## src/design/lsu_pkg.sv

```systemverilog
package lsu_pkg;

   //************************************************************
   // Widths
   //************************************************************
   localparam int ADDR_W   = 32;
   localparam int DATA_W   = 32;
   localparam int SD_W     = 64;
   localparam int OFFSET_W = 12;

   //************************************************************
   // Memory map
   //************************************************************
   localparam int DCCM_WIN_BITS = 16;
   localparam int PIC_WIN_BITS  = 15;
   localparam int REGION_BITS   = 4;

   localparam logic [ADDR_W-1:0] DCCM_BASE_RST = 32'hF004_0000;
   localparam logic [ADDR_W-1:0] PIC_BASE_RST  = 32'hF00C_0000;
   // One bit per 256 MB region, upper half of the map is side-effect
   localparam logic [2**REGION_BITS-1:0] SIDE_EFFECT_RST = 16'hFF00;

   // Configuration selectors
   localparam logic [1:0] CFG_DCCM_BASE   = 2'd0;
   localparam logic [1:0] CFG_PIC_BASE    = 2'd1;
   localparam logic [1:0] CFG_SIDE_EFFECT = 2'd2;

   //************************************************************
   // Packets
   //************************************************************
   typedef struct packed {
      logic valid;
      logic dma;
      logic load;
      logic store;
      logic unsign;
      logic by;
      logic half;
      logic word;
      logic dword;
   } lsu_pkt_t;

   typedef struct packed {
      logic              valid;
      logic [1:0]        sel;
      logic [DATA_W-1:0] data;
   } lsu_cfg_wr_t;

   typedef struct packed {
      logic [ADDR_W-1:0]          dccm_base;
      logic [ADDR_W-1:0]          pic_base;
      logic [2**REGION_BITS-1:0]  side_effect;
   } lsu_region_t;

   typedef struct packed {
      logic dc2_up;
      logic dc3;
      logic dc4;
      logic dc5;
   } lsu_flush_t;

   // Payload of DC1 to DC3
   typedef struct packed {
      lsu_pkt_t          pkt;
      logic [ADDR_W-1:0] addr;
      logic [ADDR_W-1:0] end_addr;
      logic [SD_W-1:0]   store_data;
      logic              in_dccm;
      logic              in_pic;
      logic              external;
      logic              access_fault;
      logic              misaligned_fault;
      logic              side_effect;
   } lsu_early_t;

   // Payload of DC4 and DC5
   typedef struct packed {
      lsu_pkt_t          pkt;
      logic [ADDR_W-1:0] addr;
      logic [DATA_W-1:0] store_data;
      logic              external;
   } lsu_late_t;

   typedef struct packed {
      logic              exc_valid;
      logic              inst_type;
      logic              exc_type;
      logic              dma_valid;
      logic [ADDR_W-1:0] addr;
   } lsu_error_pkt_t;

endpackage

```

## src/design/lsu_region_cfg.sv

```systemverilog
module lsu_region_cfg (
   input  logic                 clk,
   input  logic                 rst,
   input  lsu_pkg::lsu_cfg_wr_t cfg_wr,
   output lsu_pkg::lsu_region_t region
);
   import lsu_pkg::*;

   // Bases keep only the bits above their window
   always_ff @(posedge clk) begin
      if (rst) begin
         region.dccm_base   <= DCCM_BASE_RST;
         region.pic_base    <= PIC_BASE_RST;
         region.side_effect <= SIDE_EFFECT_RST;
      end else if (cfg_wr.valid) begin
         case (cfg_wr.sel)
            CFG_DCCM_BASE: begin
               region.dccm_base <= {cfg_wr.data[ADDR_W-1:DCCM_WIN_BITS], {DCCM_WIN_BITS{1'b0}}};
            end
            CFG_PIC_BASE: begin
               region.pic_base <= {cfg_wr.data[ADDR_W-1:PIC_WIN_BITS], {PIC_WIN_BITS{1'b0}}};
            end
            CFG_SIDE_EFFECT: begin
               region.side_effect <= cfg_wr.data[2**REGION_BITS-1:0];
            end
            default: begin
            end
         endcase
      end
   end

   // PIC window must sit outside the larger DCCM window
   a_no_overlap: assert property (@(posedge clk) disable iff (rst)
      region.dccm_base[ADDR_W-1:DCCM_WIN_BITS] != region.pic_base[ADDR_W-1:DCCM_WIN_BITS])
      else $error("DCCM and PIC windows overlap");

endmodule

```

## src/design/lsu_req_mux.sv

```systemverilog
module lsu_req_mux (
   input  logic                              clk,
   input  logic                              rst,
   input  lsu_pkg::lsu_pkt_t                 lsu_p,
   input  logic [lsu_pkg::ADDR_W-1:0]        exu_lsu_rs1_d,
   input  logic [lsu_pkg::DATA_W-1:0]        exu_lsu_rs2_d,
   input  logic [lsu_pkg::OFFSET_W-1:0]      dec_lsu_offset_d,
   input  logic                              dma_dccm_req,
   input  logic [lsu_pkg::ADDR_W-1:0]        dma_mem_addr,
   input  logic [2:0]                        dma_mem_sz,
   input  logic                              dma_mem_write,
   input  logic [lsu_pkg::SD_W-1:0]          dma_mem_wdata,
   input  logic                              flush_dc2_up,
   output lsu_pkg::lsu_pkt_t                 pkt_dc1,
   output logic [lsu_pkg::ADDR_W-1:0]        rs1_dc1,
   output logic [lsu_pkg::OFFSET_W-1:0]      offset_dc1,
   output logic [lsu_pkg::SD_W-1:0]          store_data_dc1
);
   import lsu_pkg::*;

   lsu_pkt_t            dma_pkt;
   lsu_pkt_t            pkt_d;
   logic [SD_W-1:0]     dma_wdata_shifted;

   always_comb begin
      dma_pkt        = '0;
      dma_pkt.valid  = dma_dccm_req;
      dma_pkt.dma    = 1'b1;
      dma_pkt.store  = dma_mem_write;
      dma_pkt.load   = ~dma_mem_write;
      dma_pkt.by     = (dma_mem_sz == 3'd0);
      dma_pkt.half   = (dma_mem_sz == 3'd1);
      dma_pkt.word   = (dma_mem_sz == 3'd2);
      dma_pkt.dword  = (dma_mem_sz == 3'd3);

      // DMA wins, a flushed core request never enters DC1
      pkt_d       = dma_dccm_req ? dma_pkt : lsu_p;
      pkt_d.valid = (lsu_p.valid & ~flush_dc2_up) | dma_dccm_req;
   end

   // Line DMA data up with the byte lanes of a core store
   assign dma_wdata_shifted = dma_mem_wdata >> {dma_mem_addr[2:0], 3'b000};

   always_ff @(posedge clk) begin
      pkt_dc1        <= pkt_d;
      rs1_dc1        <= dma_dccm_req ? dma_mem_addr : exu_lsu_rs1_d;
      offset_dc1     <= dma_dccm_req ? '0 : dec_lsu_offset_d;
      store_data_dc1 <= dma_dccm_req ? dma_wdata_shifted : SD_W'(exu_lsu_rs2_d);
      if (rst) begin
         pkt_dc1.valid <= 1'b0;
      end
   end

endmodule

```

## src/design/lsu_addr_check.sv

```systemverilog
module lsu_addr_check (
   input  lsu_pkg::lsu_pkt_t             pkt_dc1,
   input  logic [lsu_pkg::ADDR_W-1:0]    rs1_dc1,
   input  logic [lsu_pkg::OFFSET_W-1:0]  offset_dc1,
   input  logic [lsu_pkg::SD_W-1:0]      store_data_dc1,
   input  lsu_pkg::lsu_region_t          region,
   output lsu_pkg::lsu_early_t           early_dc1
);
   import lsu_pkg::*;

   logic [ADDR_W-1:0] start_addr;
   logic [ADDR_W-1:0] end_addr;
   logic [2:0]        size_inc;
   logic              start_in_dccm;
   logic              end_in_dccm;
   logic              start_in_pic;
   logic              unaligned;
   logic              region_cross;
   logic              side_effect;

   // Last byte offset: 0, 1, 3 or 7
   assign size_inc = {pkt_dc1.dword,
                      pkt_dc1.word | pkt_dc1.dword,
                      pkt_dc1.half | pkt_dc1.word | pkt_dc1.dword};

   assign start_addr = rs1_dc1 + {{(ADDR_W-OFFSET_W){offset_dc1[OFFSET_W-1]}}, offset_dc1};
   assign end_addr   = start_addr + ADDR_W'(size_inc);

   //************************************************************
   // Region decode
   //************************************************************
   assign start_in_dccm = start_addr[ADDR_W-1:DCCM_WIN_BITS] ==
                          region.dccm_base[ADDR_W-1:DCCM_WIN_BITS];
   assign end_in_dccm   = end_addr[ADDR_W-1:DCCM_WIN_BITS] ==
                          region.dccm_base[ADDR_W-1:DCCM_WIN_BITS];
   assign start_in_pic  = start_addr[ADDR_W-1:PIC_WIN_BITS] ==
                          region.pic_base[ADDR_W-1:PIC_WIN_BITS];

   assign side_effect  = region.side_effect[start_addr[ADDR_W-1 -: REGION_BITS]];
   assign region_cross = start_addr[ADDR_W-1 -: REGION_BITS] != end_addr[ADDR_W-1 -: REGION_BITS];

   assign unaligned = (pkt_dc1.half  & start_addr[0]) |
                      (pkt_dc1.word  & (|start_addr[1:0])) |
                      (pkt_dc1.dword & (|start_addr[2:0]));

   always_comb begin
      early_dc1.pkt              = pkt_dc1;
      early_dc1.addr             = start_addr;
      early_dc1.end_addr         = end_addr;
      early_dc1.store_data       = store_data_dc1;
      early_dc1.in_dccm          = start_in_dccm;
      early_dc1.in_pic           = start_in_pic;
      early_dc1.external         = ~(start_in_dccm | start_in_pic);
      early_dc1.side_effect      = side_effect;
      early_dc1.misaligned_fault = unaligned & (side_effect | region_cross);
      // Access straddling the DCCM edge, or PIC not a word
      early_dc1.access_fault     = (start_in_dccm ^ end_in_dccm) |
                                   (start_in_pic & ~pkt_dc1.word);
   end

   // Holds only while the configured windows stay apart
   always_comb begin
      if (pkt_dc1.valid) begin
         a_one_window: assert (!(start_in_dccm && start_in_pic))
            else $error("Address decoded into both DCCM and PIC");
      end
   end

endmodule

```

## src/design/lsu_pipe_stage.sv

```systemverilog
module lsu_pipe_stage #(
   parameter type payload_t = logic
) (
   input  logic     clk,
   input  logic     rst,
   input  logic     valid_in,
   input  logic     kill,
   input  payload_t data_in,
   output logic     valid_out,
   output payload_t data_out
);

   always_ff @(posedge clk) begin
      if (rst) begin
         valid_out <= 1'b0;
      end else begin
         valid_out <= valid_in & ~kill;
      end
   end

   // Payload follows every cycle, the valid qualifies it
   always_ff @(posedge clk) begin
      data_out <= data_in;
   end

   a_valid_known: assert property (@(posedge clk) disable iff (rst) !$isunknown(valid_out))
      else $error("Stage valid is unknown");

endmodule

```

## src/design/lsu_dc_pipe.sv

```systemverilog
module lsu_dc_pipe (
   input  logic                          clk,
   input  logic                          rst,
   input  lsu_pkg::lsu_early_t           early_dc1,
   input  lsu_pkg::lsu_flush_t           flush,
   output lsu_pkg::lsu_early_t           early_dc3,
   output lsu_pkg::lsu_pkt_t             lsu_pkt_dc3,
   output logic [lsu_pkg::ADDR_W-1:0]    lsu_addr_dc3,
   output lsu_pkg::lsu_error_pkt_t       lsu_error_pkt_dc3,
   output lsu_pkg::lsu_pkt_t             lsu_pkt_dc5,
   output logic [lsu_pkg::ADDR_W-1:0]    lsu_addr_dc5,
   output logic [lsu_pkg::DATA_W-1:0]    store_data_dc5,
   output logic                          addr_external_dc5,
   output logic                          lsu_commit_dc5
);
   import lsu_pkg::*;

   lsu_early_t early_dc2_q;
   lsu_early_t early_dc2;
   lsu_early_t early_dc3_q;
   lsu_late_t  late_dc4_in;
   lsu_late_t  late_dc4_q;
   lsu_late_t  late_dc5_q;
   lsu_late_t  late_dc5;
   logic       valid_dc2;
   logic       valid_dc3;
   logic       valid_dc4;
   logic       valid_dc5;
   logic       kill_dc1;
   logic       kill_dc2;
   logic       kill_dc3;
   logic       kill_dc4;

   // Flushes drop core requests only
   assign kill_dc1 = flush.dc2_up & ~early_dc1.pkt.dma;
   assign kill_dc2 = flush.dc2_up & ~early_dc2.pkt.dma;
   assign kill_dc3 = flush.dc3    & ~early_dc3.pkt.dma;
   assign kill_dc4 = flush.dc4    & ~late_dc4_q.pkt.dma;

   lsu_pipe_stage #(.payload_t(lsu_early_t)) dc2_stage (
      .clk(clk), .rst(rst), .valid_in(early_dc1.pkt.valid), .kill(kill_dc1),
      .data_in(early_dc1), .valid_out(valid_dc2), .data_out(early_dc2_q));

   lsu_pipe_stage #(.payload_t(lsu_early_t)) dc3_stage (
      .clk(clk), .rst(rst), .valid_in(valid_dc2), .kill(kill_dc2),
      .data_in(early_dc2), .valid_out(valid_dc3), .data_out(early_dc3_q));

   lsu_pipe_stage #(.payload_t(lsu_late_t)) dc4_stage (
      .clk(clk), .rst(rst), .valid_in(valid_dc3), .kill(kill_dc3),
      .data_in(late_dc4_in), .valid_out(valid_dc4), .data_out(late_dc4_q));

   lsu_pipe_stage #(.payload_t(lsu_late_t)) dc5_stage (
      .clk(clk), .rst(rst), .valid_in(valid_dc4), .kill(kill_dc4),
      .data_in(late_dc4_q), .valid_out(valid_dc5), .data_out(late_dc5_q));

   always_comb begin
      early_dc2           = early_dc2_q;
      early_dc2.pkt.valid = valid_dc2;
      early_dc3           = early_dc3_q;
      early_dc3.pkt.valid = valid_dc3;
      late_dc5            = late_dc5_q;
      late_dc5.pkt.valid  = valid_dc5;

      // Store data narrows to one word past DC3
      late_dc4_in.pkt        = early_dc3.pkt;
      late_dc4_in.addr       = early_dc3.addr;
      late_dc4_in.store_data = early_dc3.store_data[DATA_W-1:0];
      late_dc4_in.external   = early_dc3.external;
   end

   //************************************************************
   // DC3 error report
   //************************************************************
   assign lsu_error_pkt_dc3.exc_valid = (early_dc3.access_fault | early_dc3.misaligned_fault) &
                                        valid_dc3 & ~early_dc3.pkt.dma & ~flush.dc3;
   assign lsu_error_pkt_dc3.inst_type = early_dc3.pkt.store;
   assign lsu_error_pkt_dc3.exc_type  = ~early_dc3.misaligned_fault;
   assign lsu_error_pkt_dc3.dma_valid = early_dc3.pkt.dma;
   assign lsu_error_pkt_dc3.addr      = early_dc3.addr;

   assign lsu_pkt_dc3  = early_dc3.pkt;
   assign lsu_addr_dc3 = early_dc3.addr;

   assign lsu_pkt_dc5       = late_dc5.pkt;
   assign lsu_addr_dc5      = late_dc5.addr;
   assign store_data_dc5    = late_dc5.store_data;
   assign addr_external_dc5 = late_dc5.external;
   assign lsu_commit_dc5    = valid_dc5 & (late_dc5.pkt.load | late_dc5.pkt.store) &
                              ~late_dc5.pkt.dma & ~flush.dc5;

endmodule

```

## src/design/lsu_load_format.sv

```systemverilog
module lsu_load_format (
   input  lsu_pkg::lsu_early_t          early_dc3,
   input  logic [lsu_pkg::DATA_W-1:0]   lsu_ld_data_dc3,
   input  logic [lsu_pkg::DATA_W-1:0]   bus_read_data_dc3,
   output logic [lsu_pkg::DATA_W-1:0]   lsu_result_dc3
);
   import lsu_pkg::*;

   logic [DATA_W-1:0] ld_data;

   // External loads come back over the bus, the rest from DCCM
   assign ld_data = early_dc3.external ? bus_read_data_dc3 : lsu_ld_data_dc3;

   always_comb begin
      if (early_dc3.pkt.by) begin
         lsu_result_dc3 = early_dc3.pkt.unsign ? {24'b0, ld_data[7:0]} :
                                                 {{24{ld_data[7]}}, ld_data[7:0]};
      end else if (early_dc3.pkt.half) begin
         lsu_result_dc3 = early_dc3.pkt.unsign ? {16'b0, ld_data[15:0]} :
                                                 {{16{ld_data[15]}}, ld_data[15:0]};
      end else begin
         // Word and double-word, low word only
         lsu_result_dc3 = ld_data;
      end
   end

endmodule

```

## src/design/lsu_ctl_top.sv

```systemverilog
module lsu_ctl_top (
   input  logic                          clk,
   input  logic                          rst,
   input  logic [lsu_pkg::ADDR_W-1:0]    exu_lsu_rs1_d,
   input  logic [lsu_pkg::DATA_W-1:0]    exu_lsu_rs2_d,
   input  logic [lsu_pkg::OFFSET_W-1:0]  dec_lsu_offset_d,
   input  lsu_pkg::lsu_pkt_t             lsu_p,
   input  logic                          dma_dccm_req,
   input  logic [lsu_pkg::ADDR_W-1:0]    dma_mem_addr,
   input  logic [2:0]                    dma_mem_sz,
   input  logic                          dma_mem_write,
   input  logic [lsu_pkg::SD_W-1:0]      dma_mem_wdata,
   input  lsu_pkg::lsu_flush_t           flush,
   input  lsu_pkg::lsu_cfg_wr_t          cfg_wr,
   input  logic [lsu_pkg::DATA_W-1:0]    lsu_ld_data_dc3,
   input  logic [lsu_pkg::DATA_W-1:0]    bus_read_data_dc3,
   output lsu_pkg::lsu_pkt_t             lsu_pkt_dc3,
   output logic [lsu_pkg::ADDR_W-1:0]    lsu_addr_dc3,
   output logic [lsu_pkg::DATA_W-1:0]    lsu_result_dc3,
   output lsu_pkg::lsu_error_pkt_t       lsu_error_pkt_dc3,
   output lsu_pkg::lsu_pkt_t             lsu_pkt_dc5,
   output logic [lsu_pkg::ADDR_W-1:0]    lsu_addr_dc5,
   output logic [lsu_pkg::DATA_W-1:0]    store_data_dc5,
   output logic                          addr_external_dc5,
   output logic                          lsu_commit_dc5
);
   import lsu_pkg::*;

   lsu_region_t         region;
   lsu_pkt_t            pkt_dc1;
   logic [ADDR_W-1:0]   rs1_dc1;
   logic [OFFSET_W-1:0] offset_dc1;
   logic [SD_W-1:0]     store_data_dc1;
   lsu_early_t          early_dc1;
   lsu_early_t          early_dc3;

   lsu_region_cfg region_cfg (.clk(clk), .rst(rst), .cfg_wr(cfg_wr), .region(region));

   lsu_req_mux req_mux (
      .clk(clk), .rst(rst), .lsu_p(lsu_p), .exu_lsu_rs1_d(exu_lsu_rs1_d),
      .exu_lsu_rs2_d(exu_lsu_rs2_d), .dec_lsu_offset_d(dec_lsu_offset_d),
      .dma_dccm_req(dma_dccm_req), .dma_mem_addr(dma_mem_addr), .dma_mem_sz(dma_mem_sz),
      .dma_mem_write(dma_mem_write), .dma_mem_wdata(dma_mem_wdata),
      .flush_dc2_up(flush.dc2_up), .pkt_dc1(pkt_dc1), .rs1_dc1(rs1_dc1),
      .offset_dc1(offset_dc1), .store_data_dc1(store_data_dc1));

   lsu_addr_check addr_check (
      .pkt_dc1(pkt_dc1), .rs1_dc1(rs1_dc1), .offset_dc1(offset_dc1),
      .store_data_dc1(store_data_dc1), .region(region), .early_dc1(early_dc1));

   lsu_dc_pipe dc_pipe (
      .clk(clk), .rst(rst), .early_dc1(early_dc1), .flush(flush), .early_dc3(early_dc3),
      .lsu_pkt_dc3(lsu_pkt_dc3), .lsu_addr_dc3(lsu_addr_dc3),
      .lsu_error_pkt_dc3(lsu_error_pkt_dc3), .lsu_pkt_dc5(lsu_pkt_dc5),
      .lsu_addr_dc5(lsu_addr_dc5), .store_data_dc5(store_data_dc5),
      .addr_external_dc5(addr_external_dc5), .lsu_commit_dc5(lsu_commit_dc5));

   lsu_load_format load_format (
      .early_dc3(early_dc3), .lsu_ld_data_dc3(lsu_ld_data_dc3),
      .bus_read_data_dc3(bus_read_data_dc3), .lsu_result_dc3(lsu_result_dc3));

endmodule

```

## config.mk

```make
export PLATFORM = sky130hd
export DESIGN_NAME = lsu_ctl_top
export DESIGN_NICKNAME = d
export VERILOG_FILES = /design/src/design/lsu_pkg.sv /design/src/design/lsu_region_cfg.sv /design/src/design/lsu_req_mux.sv /design/src/design/lsu_addr_check.sv /design/src/design/lsu_pipe_stage.sv /design/src/design/lsu_dc_pipe.sv /design/src/design/lsu_load_format.sv /design/src/design/lsu_ctl_top.sv
export SDC_FILE = /design/constraint.sdc
export NUM_CORES = 1
export LEC_CHECK = 0
export BUFFER_PORTS_ARGS = -buffer_cell sky130_fd_sc_hd__buf_2
export CAP_MARGIN = 5
export CORE_ASPECT_RATIO = 2
export CORE_MARGIN = 3
export CORE_UTILIZATION = 44
export CTS_BUF_LIST = sky130_fd_sc_hd__clkbuf_16
export DETAILED_ROUTE_END_ITERATION = 8
export PLACE_DENSITY = 0.74
export SKIP_LAST_GASP = 1
export SYNTH_ARGS = -nofsm -noshare
export SYNTH_HDL_FRONTEND = slang
export SYNTH_SLANG_ARGS = --single-unit
```

## constraint.sdc

```tcl
create_clock -name clk -period 5.2 [get_ports clk]
set_input_delay 0.26 -clock clk [delete_from_list [all_inputs] [get_ports clk]]
set_output_delay 0.26 -clock clk [all_outputs]
set_load 0.005 [all_outputs]
```

# ---- Yosys cells after proc, flatten, opt, wreduce, memory -nomap -nowiden
# Cells that the tools add are included.
dict set report totals {
  register_bits 434
  latch_bits 0
  ramBits 0
  romBits 0
  in_bits 291
  output_inout_bits 184
  word_cells 145
  memories 0
}
dict set report classes {
  addsub 2
  multipliers 0
  div 0
  magnitude_cmp 1
  n_eq_ne 9
  shifts 1
  muxes 10
  bitwise 48
  reduce_logical 7
}
# operator count
set op_table {}
lappend op_table {{$mux 32} 7}
lappend op_table {{$shr 64x6->32} 1}
lappend op_table {{$add 32x3->32} 1}
lappend op_table {{$add 32x32->32} 1}
lappend op_table {{$eq 16x16->1} 2}
lappend op_table {{$and 1x1->1} 20}
lappend op_table {{$eq 17x17->1} 1}
lappend op_table {{$not 1->1} 16}
lappend op_table {{$or 1x1->1} 11}
lappend op_table {{$mux 7} 1}
lappend op_table {{$eq 3x2->1 const B} 2}
lappend op_table {{$reduce_and 2->1} 3}
lappend op_table {{$lt 4x5->1 const B} 1}
lappend op_table {{$bmux 1 s4} 1}
lappend op_table {{$ne 4x4->1} 1}
lappend op_table {{$eq 3x1->1 const B} 1}
lappend op_table {{$logic_not 3->1} 1}
lappend op_table {{$reduce_or 3->1} 1}
lappend op_table {{$eq 2x1->1 const B} 1}
lappend op_table {{$eq 2x2->1 const B} 1}
lappend op_table {{$logic_not 2->1} 1}
lappend op_table {{$reduce_or 2->1} 1}
lappend op_table {{$mux 1} 1}
lappend op_table {{$xor 1x1->1} 1}

# ---- Longest topological paths before layout
# Gate-level depths: netlist (run 1).
dict set report depth {
  depth_word 6
  depth_mapped 17
  mapped_depth_nobuf 17
}

# ---- By module
# From an unflattened synthesis (run 1), not the netlist that was laid out.
dict set report unflattened {
  hier_cells 1870
  hier_area_um2 21763.4
}
# mod instances cells_each area_per_inst_um2 seq_area_each_um2
set by_module_without_submodules {}
lappend by_module_without_submodules {{lsu_pipe_stage at dc_pipe.dc2_stage ...} 2 145 2895.3 2882.8}
lappend by_module_without_submodules {lsu_req_mux 1 432 5104.9 2342.2}
lappend by_module_without_submodules {lsu_addr_check 1 609 4377.9 0.0}
lappend by_module_without_submodules {{lsu_pipe_stage at dc_pipe.dc4_stage ...} 2 76 1514.0 1501.4}
lappend by_module_without_submodules {lsu_region_cfg 1 231 2264.7 980.9}
lappend by_module_without_submodules {lsu_dc_pipe 1 86 644.4 0.0}
lappend by_module_without_submodules {lsu_load_format 1 70 553.0 0.0}

# ---- Least setup slack after synthesis (run 1)
# No wires, ideal clock.
dict set report synth_timing {
  kind {register -> register}
  startpoint {reg req_mux.offset_dc1[0] (netlist bit)}
  endpoint {reg dc_pipe.dc2_stage.data_out[2] (netlist bit)}
  setup_ps 121
  arrival_time_ps 4248
  t_required_ps 5079
  setup_slack_ps 831
  stages_incl_launch_ff 18
  path_buffers 0
  period_less_slack_ps 4369
  path_cell_list {dfxtp_1 > ha_1 > inv_1 > fa_1 > xnor2_1 > ha_1 > and3_1 > a221oi_1 > a2111oi_2 > o2111ai_1 > or3_4 > nor4_4 > nand4b_4 > or4_1 > a31oi_1 > a21oi_1 > nor4_2 > mux2_2}
}
# item line
set synth_lines {}
lappend synth_lines {{from (decl)} lsu_req_mux.sv:16} ;# output logic [lsu_pkg::OFFSET_W-1:0] offset_dc1,
lappend synth_lines {{from (signal assigned)} lsu_req_mux.sv:47} ;# offset_dc1 <= dma_dccm_req ? '0 : dec_lsu_offset_d;
lappend synth_lines {{to (signal assigned)} lsu_pipe_stage.sv:23} ;# data_out <= data_in;
lappend synth_lines {{to (decl)} lsu_pipe_stage.sv:10} ;# output payload_t data_out

==> results.sh, run 1 <==
export IMPL_io_pins=475
export IMPL_nets=2368
export IMPL_fin_util_pct=57.7
export IMPL_powerDensity_mw_per_mm2=384
export IMPL_syn_area_mm2=0.0163
export IMPL_area_growth_syn_to_layout_pct=29.0
export IMPL_hold_violations=0
export IMPL_relSlewSlack_pct=35.1
export IMPL_die_y_um=279
export IMPL_viasPerCell=5.18
export IMPL_synth_warning_count=0
export IMPL_first_iter_violations=540
export IMPL_hp_class="in2reg"
export IMPL_seqPwrFrac_pct=48.2
export IMPL_post_route_period_util_pct=94.1
export IMPL_io_buffer_count=474
export IMPL_max_freq_mhz=204
export IMPL_synth_area_per_cell_um2=10.7
export IMPL_core_rowCount=99
export IMPL_seq_area_frac_synth_pct=53.1
export IMPL_cts_sinks=434
export IMPL_antenna_left=0
export IMPL_grt_pass1_vias=13700
export IMPL_dieArea_mm2=0.0396
export IMPL_setup_ws_ns=0.305
export IMPL_final_cell_mix="buf_2, dfxtp_1, nand2_1"
export IMPL_required_ns=5.61
export IMPL_report_power_total_mw=8.11
export IMPL_setup_viol=0
export IMPL_wire_per_inst_um=19.2
export IMPL_grt_util_all_layers_pct=23.5
export IMPL_insertion_delay_ns=0.54
export IMPL_cp_start_kind="flip-flop"
export IMPL_final_common_cell="buf_2"
export IMPL_grt_overflow=0
export IMPL_cp_arrival_ns=5.31
export IMPL_vdd_drop_max_v=0.000232
export IMPL_core_area_mm2=0.0365
export IMPL_final_cells=2523
export IMPL_worst_pin_slew_ns=0.973
export IMPL_tns_ns=0
export IMPL_first_pass_iters=7
export IMPL_antenna_found_initial=2
export IMPL_ys_flop_type="dfxtp_1"
export IMPL_cp_end_kind="flip-flop"
export IMPL_syn_nets=1855
export IMPL_dp_hpwl_mm=37.5
export IMPL_synth_cells=1530
export IMPL_grt_max_degree=92
export IMPL_comb_power_share_pct=17.8
export IMPL_clk_pin_slew_ns=0.07
export IMPL_ys_types=90
export IMPL_grt_setup_unrepaired="no"
export IMPL_p_int_mw=5.99
export IMPL_maxCapViolations=0
export IMPL_grt_pass1_wl_mm=73.2
export IMPL_dp_slack_ns=0.156
export IMPL_path_class="reg2reg"
export IMPL_wl_mm=48.4
export IMPL_status="completed"
export IMPL_p_clk_share_pct=34.1
export IMPL_critPathMaxFanout=3
export IMPL_p_switching_mw=2.12
export IMPL_switching_share_pct=26.2
export IMPL_ys_async_sr_fraction_pct=0
export IMPL_antennaDiodeCount=0
export IMPL_leakage_nw=9.57
export IMPL_drc=0
export IMPL_tritoncts="yes"
export IMPL_cts_root_buf="clkbuf_16"
export IMPL_postCtsSetupBuffers=0
export IMPL_htreeDepth=2
export IMPL_period_needed_ns=4.89
export IMPL_finalMaxSlewViolations=0
export IMPL_skew_ns=0.0259
export IMPL_place_inst=2324
export IMPL_initial_core_util_pct=44.7
export IMPL_vias=13100
export IMPL_cts_buffer_depth=3
export IMPL_synth_edf_count=0
export IMPL_place_congestion=0.952
export IMPL_die_w_um=142
export IMPL_synth_seq_cells=434
export IMPL_drive_above_1_share_pct=31.6
export IMPL_cts_buffers_inserted=38
## state kept, by name (all words and copies together) (netlist names)
signal	count
region_cfg.region	49
req_mux.offset_dc1	12
dc_pipe.dc4_stage.valid_out	1
req_mux.store_data_dc1	32
dc_pipe.dc2_stage.valid_out	1
req_mux.rs1_dc1	32
dc_pipe.dc4_stage.data_out	73
dc_pipe.dc5_stage.data_out	73
dc_pipe.dc2_stage.data_out	75
req_mux.pkt_dc1	9
dc_pipe.dc3_stage.valid_out	1
dc_pipe.dc5_stage.valid_out	1
dc_pipe.dc3_stage.data_out	75
## stage by stage
stage                     hold WS [ns]  cell area [um2]
after floorplan                  0.310            16300
after global placement           0.310            18500
after detailed placement         0.312            18500
after CTS                      0.00148            21100
after global routing           0.00869            21100
final                           0.0179            21100
## logic make-up after synthesis
logic type | Yosys count | synth area share, %
buffers and inverters | 187 | 6.24
xor gates and xnor gates | 58 | 3.40
AOI/OAI and AO/OA | 296 | 12.1
adders and majority gates | 34 | 2.65
DFF | 434 | 53.1
and+or+nand+nor | 372 | 11.7
muxes | 149 | 10.7
## power groups by stage
| stage | Combinational [mW] | Clock [mW] | Sequential [mW] |
|---|---|---|---|
| final | 1.44 | 2.76 | 3.91 |
| after detailed placement | 1.34 | 0 | 3.99 |
| after floorplan | 0.905 | 0 | 3.94 |
| after CTS | 1.43 | 2.85 | 3.91 |
| after global routing | 1.57 | 2.96 | 3.95 |
| after global placement | 1.32 | 0 | 3.97 |
## synth_stat cells, types with 12 or more instances
master	instances	area share, %
buf_4	77	3.5
mux2i_1	82	5.0
o211ai_1	28	1.3
xnor2_1	37	2.0
a21oi_1	89	2.7
mux4_2	16	2.2
mux2_2	51	3.5
nand4_1	12	0.46
xor2_1	17	0.91
dfxtp_1	434	53
inv_1	36	0.83
nor2_1	55	1.3
a211oi_1	18	0.83
o21ai_0	54	1.7
o21a_1	29	1.3
clkbuf_1	55	1.3
nand2_1	143	3.3
ha_1	33	2.5
nor2b_1	29	1.1
nand3_1	35	1.1
## per-layer routing
layer | up-vias | share of wire (%) | global-route usage (%)
li1 | 6307 | - | -
met1 | 6104 | 35 | 24.2
met2 | 547 | 53 | 44.2
met3 | 116 | 6.6 | 4.66
met4 | 2 | 5.2 | 11.7
met5 | - | 0.027 | 0
## worst max-delay path: stages, from the launching register on
cell and delay (ns):
dfxtp_1 0.32, ha_1 0.19, inv_1 0.07, fa_2 0.38, xnor2_2 0.17, ha_1 0.31, and3_1 0.15, a221oi_1 0.10
a2111oi_2 0.38, o2111ai_2 0.19, or3_4 0.38, or4_1 0.53, nor4_2 0.26, buf_4 0.16, nand4_1 0.15, nor4b_2 0.36
a21oi_1 0.09, nor4_2 0.21, mux2_2 0.38
## worst paths after layout
kind	endpoint	slack (ns)	cells after the start	from
worst max-delay path	dc_pipe.dc2_stage.data_out[2]	0.31	18	req_mux.rs1_dc1[0]
worst min-delay path	req_mux.rs1_dc1[21]	0.02	2	exu_lsu_rs1_d[21]
worst max register to register	dc_pipe.dc2_stage.data_out[2]	0.31	18	req_mux.rs1_dc1[0]
worst min register to register	dc_pipe.dc5_stage.data_out[14]	0.31	0	dc_pipe.dc4_stage.data_out[14]
## final cells by class
class	instances	area, um2
well taps	454	568
multi-input cells	909	6670
flip-flops and latches	434	8690
clock inverters	27	230
inverters	38	143
fillers	3028	15400
repair buffers	622	3820
clock buffers	39	976
## timing repair
item,CTS,global route
endpoints found under the hold margin,126,0
hold buffers,133,0
gates resized for setup,0,5
endpoints found under the setup margin,0,1
(Power assumes the default switching activity.)
==> run 2: changes to the inputs <==
Settings changed: PLACE_DENSITY 0.74 to 0.71, SYNTH_HIERARCHICAL from default to 1.
==> results.sh, run 2 <==
export IMPL_drive_above_1_share_pct=32.8
export IMPL_vdd_drop_max_v=0.000295
export IMPL_cp_arrival_ns=5.20
export IMPL_cts_root_buf="clkbuf_16"
export IMPL_setup_viol=0
export IMPL_min_path_cells=3
export IMPL_core_rowCount=102
export IMPL_nets=2326
export IMPL_final_cells=2546
export IMPL_maxCapViolations=0
export IMPL_first_pass_iters=5
export IMPL_final_common_cell="buf_2"
export IMPL_grt_overflow=0
export IMPL_powerDensity_mw_per_mm2=376
export IMPL_hp_class="in2reg"
export IMPL_place_inst=2357
export IMPL_core_area_mm2=0.0388
export IMPL_insertion_delay_ns=0.54
export IMPL_critPathMaxFanout=17
export IMPL_final_cell_mix="buf_2, dfxtp_1, dlygate4sd3_1"
export IMPL_drt_met1_wl_mm=16.9
export IMPL_synth_area_per_cell_um2=11.2
export IMPL_tritoncts="yes"
export IMPL_die_w_um=146
export IMPL_first_iter_violations=506
export IMPL_reg_top3="dc_pipe/dc2_stage/data_out: 75 flops, dc_pipe/dc3_stage/data_out: 75 flops"
export IMPL_grt_setup_unrepaired="no"
export IMPL_hp_start="cfg_wr[26]"
export IMPL_synth_cells=1551
export IMPL_io_buffer_count=474
export IMPL_die_y_um=286
export IMPL_wl_mm=49.9
export IMPL_cts_sinks=434
export IMPL_status="completed"
export IMPL_clk_pin_slew_ns=0.07
export IMPL_required_ns=5.67
export IMPL_met3_length_mm=2.74
export IMPL_max_freq_mhz=211
export IMPL_cp_start_kind="flip-flop"
export IMPL_grt_pass1_vias=13700
export IMPL_cts_buffer_depth=3
export IMPL_syn_nets=1878
export IMPL_period_needed_ns=4.74
export IMPL_viasPerCell=5.09
export IMPL_cp_startpoint="req_mux/offset_dc1[11]"
export IMPL_placed_area_mm2=0.0191
export IMPL_area_growth_syn_to_layout_pct=24.5
export IMPL_post_route_period_util_pct=91.1
export IMPL_worstReg2RegStart="req_mux/offset_dc1[11]"
export IMPL_dr_max_layer_used="met5"
export IMPL_grt_pass1_wl_mm=74.6
export IMPL_cts_buffers_inserted=37
export IMPL_antenna_left=0
export IMPL_antennaDiodeCount=0
export IMPL_worst_pin_slew_ns=1.16
export IMPL_antenna_found_initial=1
export IMPL_initial_core_util_pct=44.6
export IMPL_grt_max_degree=89
export IMPL_leakage_nw=9.64
export IMPL_relSlewSlack_pct=22.7
export IMPL_cp_end_kind="flip-flop"
export IMPL_met2WireLength_mm=27.5
export IMPL_reg2reg_depth=16
export IMPL_finalMaxSlewViolations=0
export IMPL_syn_area_mm2=0.0173
export IMPL_tns_ns=0
export IMPL_wire_per_inst_um=19.6
export IMPL_io_pins=475
export IMPL_place_congestion=0.922
export IMPL_vias=13000
export IMPL_dieArea_mm2=0.0419
export IMPL_drc=0
export IMPL_grt_util_all_layers_pct=22.6
export IMPL_cts_resized_gates=0
export IMPL_path_class="reg2reg"
export IMPL_hold_slack_ns=0.0288
export IMPL_skew_ns=0.0300
export IMPL_final_area_mm2=0.0215
export IMPL_htreeDepth=2
export IMPL_hold_violations=0
export IMPL_dp_hpwl_mm=38.4
export IMPL_synth_warning_count=6
-- run 2: critical path: stages (launching register included) --
cell	delay (ns)
dfxtp_1	0.41
buf_4	0.27
ha_1	0.42
a21oi_1	0.30
o21ai_0	0.22
a21o_1	0.22
o32a_1	0.39
nor2_1	0.15
xor2_1	0.36
inv_2	0.17
xnor2_1	0.36
nand3_1	0.19
or4_1	0.52
nor4_2	0.30
nor2b_1	0.21
nor2_1	0.05
mux2i_1	0.15
-- run 2: worst paths after layout --
check,to,slack (ns)
min,region_cfg/region[42],0.03
max,dc_pipe/dc2_stage/data_out[2],0.46
max reg2reg,dc_pipe/dc2_stage/data_out[2],0.46
min reg2reg,dc_pipe/dc2_stage/data_out[36],0.32
-- run 2: final cells by class --
class / instances / area [um2]
fill: 3461 / 17300
sequential: 434 / 8690
multi-input combinational: 887 / 7170
timing repair buffer: 606 / 3680
clock buffer: 38 / 951
tap: 520 / 651
clock inverter: 28 / 277
inverter: 33 / 124
-- run 2: per-layer routing --
layer  track usage (%)  vias up
li1                  -     6217
met1              21.8     6098
met2              44.6      516
met3              4.22      129
met4              11.8        2
met5                 0        -
-- run 2: what timing repair did --
| item | 4_1_cts | 5_1_grt |
|---|---|---|
| endpoints found under the hold margin | 93 | 0 |
| buffers inserted | 0 | 0 |
| hold buffers | 123 | 0 |
-- run 2: per-stage QoR --
| stage | utilization (%) | worst slack (ns) | power (mW) |
|---|---|---|---|
| finish | 55.5 | 0.461 | 8.11 |
| global route | 55.5 | 0.0972 | 8.46 |
| CTS | 55.5 | 0.391 | 8.19 |
| detailed placement | 49.2 | 0.412 | 5.33 |
| global placement | 49.2 | 0.444 | 5.31 |
| floorplan | - | 1.14 | 4.89 |
-- run 2: power by group --
part           leakage (nW)  total (mW)  switching, mW  internal, mW
registers              3.64        3.90          0.154          3.75
logic                  5.40        1.43          0.762         0.667
clock network         0.597        2.77           1.22          1.55
total                  9.64        8.11           2.14          5.97
